===== src/verilog/dma_pkg.sv =====
`default_nettype none

package dma_pkg;

  ////////////////////
  // Basic widths

  // Byte address on the memory side
  typedef logic [31:0] addr_t;
  // One data word, also the flit payload
  typedef logic [31:0] data_t;

  // Word step between consecutive data words
  localparam int ADDR_STEP = 4;

  ////////////////////
  // NoC flits

  // Position of a flit within its packet
  typedef enum logic [1:0] {
    FLIT_MIDDLE = 2'b00,
    FLIT_FIRST  = 2'b01,
    FLIT_LAST   = 2'b10,
    FLIT_SINGLE = 2'b11
  } flit_type_t;

  // Type sits in the two top bits, content below
  typedef struct packed {
    flit_type_t ftype;
    data_t      content;
  } flit_t;

  ////////////////////
  // Packet header

  // Packet kinds carried in the header content
  typedef enum logic [3:0] {
    PKT_L2R_RESP = 4'd2,
    PKT_R2L_RESP = 4'd3
  } pkt_type_t;

  // Field positions inside the header content word
  localparam int PKT_TYPE_LSB  = 20;
  localparam int PKT_TYPE_W    = $bits(pkt_type_t);
  localparam int PKT_RESP_LAST = 19;
  // Table entry id, low bits of the header
  localparam int PKT_ID_LSB    = 0;

  ////////////////////
  // AXI4-Lite write

  // Write address channel payload
  typedef struct packed {
    addr_t      addr;
    logic [2:0] prot;
  } axil_aw_t;

  // Write data channel payload
  typedef struct packed {
    data_t      data;
    logic [3:0] strb;
  } axil_w_t;

  // Write response code
  typedef logic [1:0] axil_resp_t;

  localparam axil_resp_t AXIL_OKAY   = 2'b00;
  localparam axil_resp_t AXIL_SLVERR = 2'b10;

  // Unprivileged, secure, data access
  localparam logic [2:0] AXIL_PROT_DATA = 3'b000;
  // Full word writes only
  localparam logic [3:0] AXIL_STRB_ALL  = 4'hf;

endpackage

`default_nettype wire


===== src/verilog/dma_packet_buffer.sv =====
`default_nettype none
`timescale 1ns/100ps

module dma_packet_buffer #(
  // Depth in flits, at least 2
  parameter int BUFFER_DEPTH = 16
) (
  input  logic           clk,
  input  logic           rst,

  // NoC side
  input  dma_pkg::flit_t in_flit,
  input  logic           in_valid,
  output logic           in_ready,

  // Handler side
  output dma_pkg::flit_t out_flit,
  output logic           out_valid,
  input  logic           out_ready
);

  import dma_pkg::*;

  localparam int PTR_W = $clog2(BUFFER_DEPTH);
  localparam int CNT_W = $clog2(BUFFER_DEPTH + 1);

  ////////////////////
  // Storage and pointers

  flit_t            mem [BUFFER_DEPTH];
  logic [PTR_W-1:0] wr_ptr;
  logic [PTR_W-1:0] rd_ptr;
  logic [CNT_W-1:0] count;
  logic             push;
  logic             pop;

  // Full only when every slot is taken
  assign in_ready  = (count != CNT_W'(BUFFER_DEPTH));
  assign out_valid = (count != '0);
  // Head of the queue
  assign out_flit  = mem[rd_ptr];

  assign push = in_valid && in_ready;
  assign pop  = out_valid && out_ready;

  // Flit storage
  always_ff @(posedge clk) begin
    if (push) begin
      mem[wr_ptr] <= in_flit;
    end
  end

  ////////////////////
  // Control state

  always_ff @(posedge clk) begin
    if (rst) begin
      wr_ptr <= '0;
      rd_ptr <= '0;
      count  <= '0;
    end else begin
      // Pointers wrap at the depth, which need not be a power of two
      if (push) begin
        wr_ptr <= (wr_ptr == PTR_W'(BUFFER_DEPTH - 1)) ? '0 : wr_ptr + 1'b1;
      end
      if (pop) begin
        rd_ptr <= (rd_ptr == PTR_W'(BUFFER_DEPTH - 1)) ? '0 : rd_ptr + 1'b1;
      end
      // Push with pop keeps occupancy
      case ({push, pop})
        2'b10:   count <= count + 1'b1;
        2'b01:   count <= count - 1'b1;
        default: count <= count;
      endcase
    end
  end

endmodule

`default_nettype wire


===== src/verilog/dma_resp_handler.sv =====
`default_nettype none
`timescale 1ns/100ps

module dma_resp_handler #(
  parameter  int TABLE_ENTRIES = 4,
  localparam int ID_W          = (TABLE_ENTRIES > 1) ? $clog2(TABLE_ENTRIES) : 1
) (
  input  logic                 clk,
  input  logic                 rst,

  // Flits from the packet buffer
  input  dma_pkg::flit_t       flit,
  input  logic                 flit_valid,
  output logic                 flit_ready,

  // AXI4-Lite write address
  output dma_pkg::axil_aw_t    awaddr,
  output logic                 awvalid,
  input  logic                 awready,

  // AXI4-Lite write data
  output dma_pkg::axil_w_t     wdata,
  output logic                 wvalid,
  input  logic                 wready,

  // AXI4-Lite write response
  input  dma_pkg::axil_resp_t  bresp,
  input  logic                 bvalid,
  output logic                 bready,

  // Completion towards the done tracker
  output logic                 done_en,
  output logic [ID_W-1:0]      done_id,
  output logic                 done_err
);

  import dma_pkg::*;

  typedef enum logic [2:0] {
    IDLE,
    GET_SIZE,
    GET_ADDR,
    DATA,
    WAIT_B
  } state_t;

  ////////////////////
  // Registers and decode

  state_t          state;
  state_t          state_next;
  logic [ID_W-1:0] resp_id;
  logic            resp_last;
  addr_t           resp_addr;
  // Sticky over the words of one transfer
  logic            err_acc;
  // Channel still waiting for its handshake
  logic            aw_pend;
  logic            w_pend;

  pkt_type_t       hdr_type;
  logic            is_header;
  logic            is_tail;
  logic            b_done;
  logic            resp_err;

  assign hdr_type  = pkt_type_t'(flit.content[PKT_TYPE_LSB +: PKT_TYPE_W]);
  // Only first or single flits start a packet
  assign is_header = (flit.ftype == FLIT_FIRST) || (flit.ftype == FLIT_SINGLE);
  // Last data word of the packet
  assign is_tail   = (flit.ftype == FLIT_LAST) || (flit.ftype == FLIT_SINGLE);
  assign b_done    = bvalid && bready;
  assign resp_err  = (bresp != AXIL_OKAY);

  // Write payload comes straight from the held head flit
  assign awaddr  = '{addr: resp_addr, prot: AXIL_PROT_DATA};
  assign wdata   = '{data: flit.content, strb: AXIL_STRB_ALL};
  assign awvalid = aw_pend;
  assign wvalid  = w_pend;
  // Accept the response once both requests are through
  assign bready  = (state == WAIT_B) && !aw_pend && !w_pend;

  ////////////////////
  // Next state and outputs

  always_comb begin
    state_next = state;
    flit_ready = 1'b0;
    done_en    = 1'b0;
    done_id    = resp_id;
    done_err   = 1'b0;

    case (state)
      IDLE: begin
        // Stray body flits of dropped packets are eaten here too
        flit_ready = 1'b1;
        if (flit_valid && is_header) begin
          case (hdr_type)
            PKT_L2R_RESP: begin
              // Acknowledge only, completes right away
              done_en = 1'b1;
              done_id = flit.content[PKT_ID_LSB +: ID_W];
            end
            PKT_R2L_RESP: begin
              state_next = GET_SIZE;
            end
            default: begin
              // Unknown kind is dropped
              state_next = IDLE;
            end
          endcase
        end
      end
      GET_SIZE: begin
        // Size is implied by the tail flit
        flit_ready = 1'b1;
        if (flit_valid) begin
          state_next = GET_ADDR;
        end
      end
      GET_ADDR: begin
        flit_ready = 1'b1;
        if (flit_valid) begin
          state_next = DATA;
        end
      end
      DATA: begin
        if (flit_valid) begin
          state_next = WAIT_B;
        end
      end
      WAIT_B: begin
        // Word retires with its write response
        if (b_done) begin
          flit_ready = 1'b1;
          if (is_tail) begin
            state_next = IDLE;
            if (resp_last) begin
              done_en  = 1'b1;
              done_err = err_acc || resp_err;
            end
          end else begin
            state_next = DATA;
          end
        end
      end
      default: begin
        state_next = IDLE;
      end
    endcase
  end

  ////////////////////
  // Control state

  always_ff @(posedge clk) begin
    if (rst) begin
      state     <= IDLE;
      aw_pend   <= 1'b0;
      w_pend    <= 1'b0;
      err_acc   <= 1'b0;
      resp_last <= 1'b0;
    end else begin
      state <= state_next;
      // Both channels open together, each closes on its own handshake
      if ((state == DATA) && flit_valid) begin
        aw_pend <= 1'b1;
        w_pend  <= 1'b1;
      end else begin
        if (awready) begin
          aw_pend <= 1'b0;
        end
        if (wready) begin
          w_pend <= 1'b0;
        end
      end
      if ((state == IDLE) && flit_valid && is_header && (hdr_type == PKT_R2L_RESP)) begin
        resp_last <= flit.content[PKT_RESP_LAST];
      end
      // Error flag lives until the transfer reports done
      if (b_done) begin
        if (is_tail && resp_last) begin
          err_acc <= 1'b0;
        end else if (resp_err) begin
          err_acc <= 1'b1;
        end
      end
    end
  end

  // Transfer id and running address
  always_ff @(posedge clk) begin
    if ((state == IDLE) && flit_valid && is_header && (hdr_type == PKT_R2L_RESP)) begin
      resp_id <= flit.content[PKT_ID_LSB +: ID_W];
    end
    if ((state == GET_ADDR) && flit_valid) begin
      resp_addr <= flit.content;
    end else if (b_done) begin
      resp_addr <= resp_addr + addr_t'(ADDR_STEP);
    end
  end

endmodule

`default_nettype wire


===== src/verilog/dma_done_tracker.sv =====
`default_nettype none
`timescale 1ns/100ps

module dma_done_tracker #(
  parameter  int TABLE_ENTRIES = 4,
  localparam int ID_W          = (TABLE_ENTRIES > 1) ? $clog2(TABLE_ENTRIES) : 1
) (
  input  logic                     clk,
  input  logic                     rst,

  // Completion pulse from the handler
  input  logic                     done_en,
  input  logic [ID_W-1:0]          done_id,
  input  logic                     done_err,

  // Software side
  input  logic [TABLE_ENTRIES-1:0] clear,
  output logic [TABLE_ENTRIES-1:0] done,
  output logic [TABLE_ENTRIES-1:0] error
);

  ////////////////////
  // Set and clear

  // One-hot set from the pulse
  logic [TABLE_ENTRIES-1:0] set_vec;
  logic [TABLE_ENTRIES-1:0] done_keep;
  logic [TABLE_ENTRIES-1:0] err_keep;
  logic [TABLE_ENTRIES-1:0] done_next;
  logic [TABLE_ENTRIES-1:0] err_next;

  always_comb begin
    for (int i = 0; i < TABLE_ENTRIES; i++) begin
      // Ids beyond the table never match
      set_vec[i] = done_en && (done_id == ID_W'(i));
    end
  end

  // Flags that survive the software clear
  assign done_keep = done & ~clear;
  assign err_keep  = error & ~clear;

  // A set in the same cycle beats the clear
  assign done_next = done_keep | set_vec;
  // Error stays sticky until cleared
  assign err_next  = err_keep | (set_vec & {TABLE_ENTRIES{done_err}});

  ////////////////////
  // Flag registers

  always_ff @(posedge clk) begin
    if (rst) begin
      done  <= '0;
      error <= '0;
    end else begin
      done  <= done_next;
      error <= err_next;
    end
  end

endmodule

`default_nettype wire


===== src/verilog/dma_initiator_resp.sv =====
`default_nettype none
`timescale 1ns/100ps

module dma_initiator_resp #(
  parameter  int TABLE_ENTRIES = 4,
  parameter  int BUFFER_DEPTH  = 16
) (
  input  logic                     clk,
  input  logic                     rst,

  // NoC response input
  input  dma_pkg::flit_t           noc_flit,
  input  logic                     noc_valid,
  output logic                     noc_ready,

  // AXI4-Lite write port to local memory
  output dma_pkg::axil_aw_t        awaddr,
  output logic                     awvalid,
  input  logic                     awready,
  output dma_pkg::axil_w_t         wdata,
  output logic                     wvalid,
  input  logic                     wready,
  input  dma_pkg::axil_resp_t      bresp,
  input  logic                     bvalid,
  output logic                     bready,

  // Completion status for software
  input  logic [TABLE_ENTRIES-1:0] clear,
  output logic [TABLE_ENTRIES-1:0] done,
  output logic [TABLE_ENTRIES-1:0] error
);

  import dma_pkg::*;

  localparam int ID_W = (TABLE_ENTRIES > 1) ? $clog2(TABLE_ENTRIES) : 1;

  ////////////////////
  // Internal links

  // Buffer head towards the handler
  flit_t           buf_flit;
  logic            buf_valid;
  logic            buf_ready;

  // Handler completion pulse
  logic            done_en;
  logic [ID_W-1:0] done_id;
  logic            done_err;

  // Decouples the NoC from memory stalls
  dma_packet_buffer #(
    .BUFFER_DEPTH(BUFFER_DEPTH)
  ) i_buffer (
    .clk      (clk),
    .rst      (rst),
    .in_flit  (noc_flit),
    .in_valid (noc_valid),
    .in_ready (noc_ready),
    .out_flit (buf_flit),
    .out_valid(buf_valid),
    .out_ready(buf_ready)
  );

  // Packet parser and memory writer
  dma_resp_handler #(
    .TABLE_ENTRIES(TABLE_ENTRIES)
  ) i_handler (
    .clk       (clk),
    .rst       (rst),
    .flit      (buf_flit),
    .flit_valid(buf_valid),
    .flit_ready(buf_ready),
    .awaddr    (awaddr),
    .awvalid   (awvalid),
    .awready   (awready),
    .wdata     (wdata),
    .wvalid    (wvalid),
    .wready    (wready),
    .bresp     (bresp),
    .bvalid    (bvalid),
    .bready    (bready),
    .done_en   (done_en),
    .done_id   (done_id),
    .done_err  (done_err)
  );

  // Per-entry status flags
  dma_done_tracker #(
    .TABLE_ENTRIES(TABLE_ENTRIES)
  ) i_tracker (
    .clk     (clk),
    .rst     (rst),
    .done_en (done_en),
    .done_id (done_id),
    .done_err(done_err),
    .clear   (clear),
    .done    (done),
    .error   (error)
  );

endmodule

`default_nettype wire


===== config.mk =====
export PLATFORM = sky130hd
export DESIGN_NAME = dma_initiator_resp
export DESIGN_NICKNAME = d
export VERILOG_FILES = /design/src/verilog/dma_pkg.sv /design/src/verilog/dma_packet_buffer.sv /design/src/verilog/dma_resp_handler.sv /design/src/verilog/dma_done_tracker.sv /design/src/verilog/dma_initiator_resp.sv
export SDC_FILE = /design/constraint.sdc
export NUM_CORES = 1
export LEC_CHECK = 0
export BUFFER_PORTS_ARGS = -buffer_cell sky130_fd_sc_hd__buf_4
export CORE_AREA = 8 8 255 257
export DETAILED_ROUTE_END_ITERATION = 16
export DIE_AREA = 0 0 263 265
export HOLD_SLACK_MARGIN = 0.03
export SKIP_LAST_GASP = 1
export SLEW_MARGIN = 20
export SYNTH_ARGS = -nofsm -noshare
export SYNTH_HDL_FRONTEND = slang
export SYNTH_SLANG_ARGS = --single-unit

===== constraint.sdc =====
create_clock -name clk -period 5.5 [get_ports clk]
set_input_delay 1.1 -clock clk [delete_from_list [all_inputs] [get_ports clk]]
set_output_delay 1.1 -clock clk [all_outputs]
set_load 0.005 [all_outputs]

==> flow_summary.ini <==
[outcome]
status = completed

[critical_path]
crit_family = multiplexers
worst_path_largest_cell_delay_ns = 0.81
crit_fanout = 37
cp_cell_sequence = buf_4, mux4_2, mux4_2, buf_4
start_kind = flop
crit_arrival_ns = 3.29
crit_buf_inv = 2
crit_type = flop to output port
worst_r2r_endpoint = i_tracker.done[0]$_SDFF_PP0_
crit_path_top_delay_cell = dfxtp_4
ff2ff_setup_slack_ns = 2.11
ff2ff_path_depth = 7
cp-end-kind = output port
worst-path-stages = 4
cp.required_ns = 4.40
crit_end = wdata[13]

[clocking]
cts_tree = done
root_buffer = clkbuf_16
cts-htree-levels = 2
insertion_delay_ns = 0.62
post_cts_resized = 0
numCtsBuffers = 58
post_cts_buffers = 0
cts_hold_buf = 0
clk_pin_slew_ns = 0.06
cts_sinks = 610
cts.path.max_buffers = 3

[global_route]
grt_pass1_wl_um = 83700
overflow = 0
grt.total_usage = 0.161
antenna_found_initial = 3
grt_max_degree = 64
grt_pass1_vias = 12340

[timing]
rsz0062_at_grt = false
min_period_ns = 4.39
fmax_mhz = 228
relSlewSlack = 0.436
tns_ns = 0
hold_violations = 0
slew_violations = 0
finalSetupViolCount = 0
clock_skew_ns = 0.0182
fin_crit_sh = 0.799
hold_slack_ns = 0.490
tightest_slew_ns = 0.846

[routing]
drt_iter0_markers = 1231
drc = 0
post_drt_wl_per_cell_um = 26.2
dr.pass1.iters = 5
dr.max_layer_used = met4
dr_total_vias = 11786
totalWireLength_um = 56800
wl_met2_um = 28100
antenna_left = 0
via_per_inst = 5.43
met3_length_um = 3660
wl_met1_um = 23800

[place]
portBuffers = 121
dp_hpwl_um = 33900
gp_congestion = 0.778
dp.cells = 2064

[synthesis]
synth_top_area_frac = 0.722
synthesis.area_um2 = 24000
synth_edf_count = 578
ys.flop_type = edfxtp_1
syn_inst = 1177
ys_warn_count = 0
synth_cell_types = 59
synth_top_cell_by_area = edfxtp_1
ys_seq_elements = 610
syn_area_per_cell_um2 = 20.4
synthTopCellsByArea = edfxtp_1 72%, mux4_2 15%, dfxtp_1 2.7%
async_flop_share = 0
yosysSeqAreaShare = 0.749

[hold_path]
worst_hold_path_type = flop to flop
whs_path_depth = 2
hold_path_startpoint = i_handler.err_acc$_SDFFE_PP0P_

[floorplanning]
die_x_um = 263
start_util = 0.394
core_um2 = 61000
die_area_um2 = 69700
rows = 91
io_pins = 129
die_h_um = 265

[finish]
area_growth_syn_to_layout_pct = 15.8
finalNetCount = 1389
final_cell_mix = 578 x edfxtp_1, 161 x mux4_2, 150 x buf_4, 60 x nand2_1, 59 x clkbuf_16
layout_commonest_cell = edfxtp_1
drive_gt1_frac = 0.305
postLayoutCoreUtil = 0.456
fillers = 5066
final-instance-count-excl-fill = 2171

[pwr]
worst_ir_drop_vdd_mv = 0.274
powerDensity_nw_per_um2 = 433
p_leak_nw = 8.75

[run]
cap_violations = 0
-- tightest hold or removal path: stages, from the launching register on --
cell and delay [ns]:
dfxtp_1 0.31, nor2_1 0.09, nor3_1 0.04
-- where the power goes --
| part | internal [mW] | leakage (nW) | switching, mW | total (mW) |
|---|---|---|---|---|
| combinational | 1.38 | 2.40 | 1.31 | 2.69 |
| clock | 2.13 | 0.870 | 1.66 | 3.79 |
| sequential | 5.32 | 5.48 | 0.260 | 5.58 |
| total | 8.83 | 8.75 | 3.23 | 12.1 |
-- routing by layer --
metal | global-route usage | up-vias
li1 | - | 5135
met1 | 0.212 | 6217
met2 | 0.268 | 350
met3 | 0.0362 | 84
met4 | 0.0454 | 0
met5 | 0 | -
-- sequential cells by signal, summed over array words and instances (netlist names), named ones only --
register	cells
i_buffer.mem	544
i_handler.resp_addr	32
i_buffer.count	5
i_buffer.rd_ptr	4
i_buffer.wr_ptr	4
i_tracker.done	4
i_tracker.error	4
i_handler.state	3
i_handler.resp_id	2
i_handler.awvalid	1
i_handler.err_acc	1
i_handler.resp_last	1
i_handler.wvalid	1
-- through the flow --
| stage | power (mW) | setup WS (ns) | instance area, µm² |
|---|---|---|---|
| after detailed placement | 8.42 | 1.67 | 26000 |
| after global routing | 12.5 | 0.890 | 27800 |
| after CTS | 12.2 | 1.00 | 27800 |
| final | 12.1 | 1.11 | 27800 |
| after global placement | 8.37 | 1.68 | 26000 |
| after floorplan | 7.38 | 1.05 | 24100 |
-- layout make-up --
cell class,count,area (µm²),share of cell area
timing repair buffer,153,1190,0.0426
multi-input combinational,494,5800,0.208
sequential,610,18000,0.647
inverter,17,63.8,0.00229
antenna,3,7.51,0.000270
clock inverter,27,211,0.00760
clock buffer,77,1560,0.0562
tap,790,988,0.0355
-- cell usage after synthesis (5+ instances only) --
cell	number
and3_1	9
mux4_2	161
o21ai_1	27
clkbuf_1	19
buf_2	19
xnor2_1	13
nand4_1	7
nor3_1	14
inv_1	16
a21oi_1	14
ha_1	9
nand2_1	60
nor2_1	43
edfxtp_1	578
nand2b_1	8
nand3_1	17
nor2b_1	5
mux2i_1	11
dfxtp_1	32
or3_1	5
buf_4	10
xor2_1	25
buf_1	11
-- how the worst min path moves through the flow --
stage                                           to  slack (ns)
global route        i_handler.err_acc$_SDFFE_PP0P_        0.51
CTS                 i_handler.err_acc$_SDFFE_PP0P_        0.49
floorplan           i_handler.err_acc$_SDFFE_PP0P_        0.47
finish              i_handler.err_acc$_SDFFE_PP0P_        0.49
global placement     i_tracker.error[2]$_SDFF_PP0_        0.48
detailed placement  i_handler.err_acc$_SDFFE_PP0P_        0.48
-- cell families (layout without fill, tap and decap cells) --
group / after synthesis / in the layout / share of synthesized area
flops: 610 / 610 / 0.749
simple gates: 185 / 185 / 0.0370
mux: 178 / 178 / 0.160
buf+inv: 78 / 274 / 0.0154
compound gates: 77 / 77 / 0.0204
xor+xnor: 38 / 38 / 0.0138
fa+ha+maj: 9 / 9 / 0.00469
other cells: 2 / 10 / 0.000312
(Power assumes the default switching activity.)
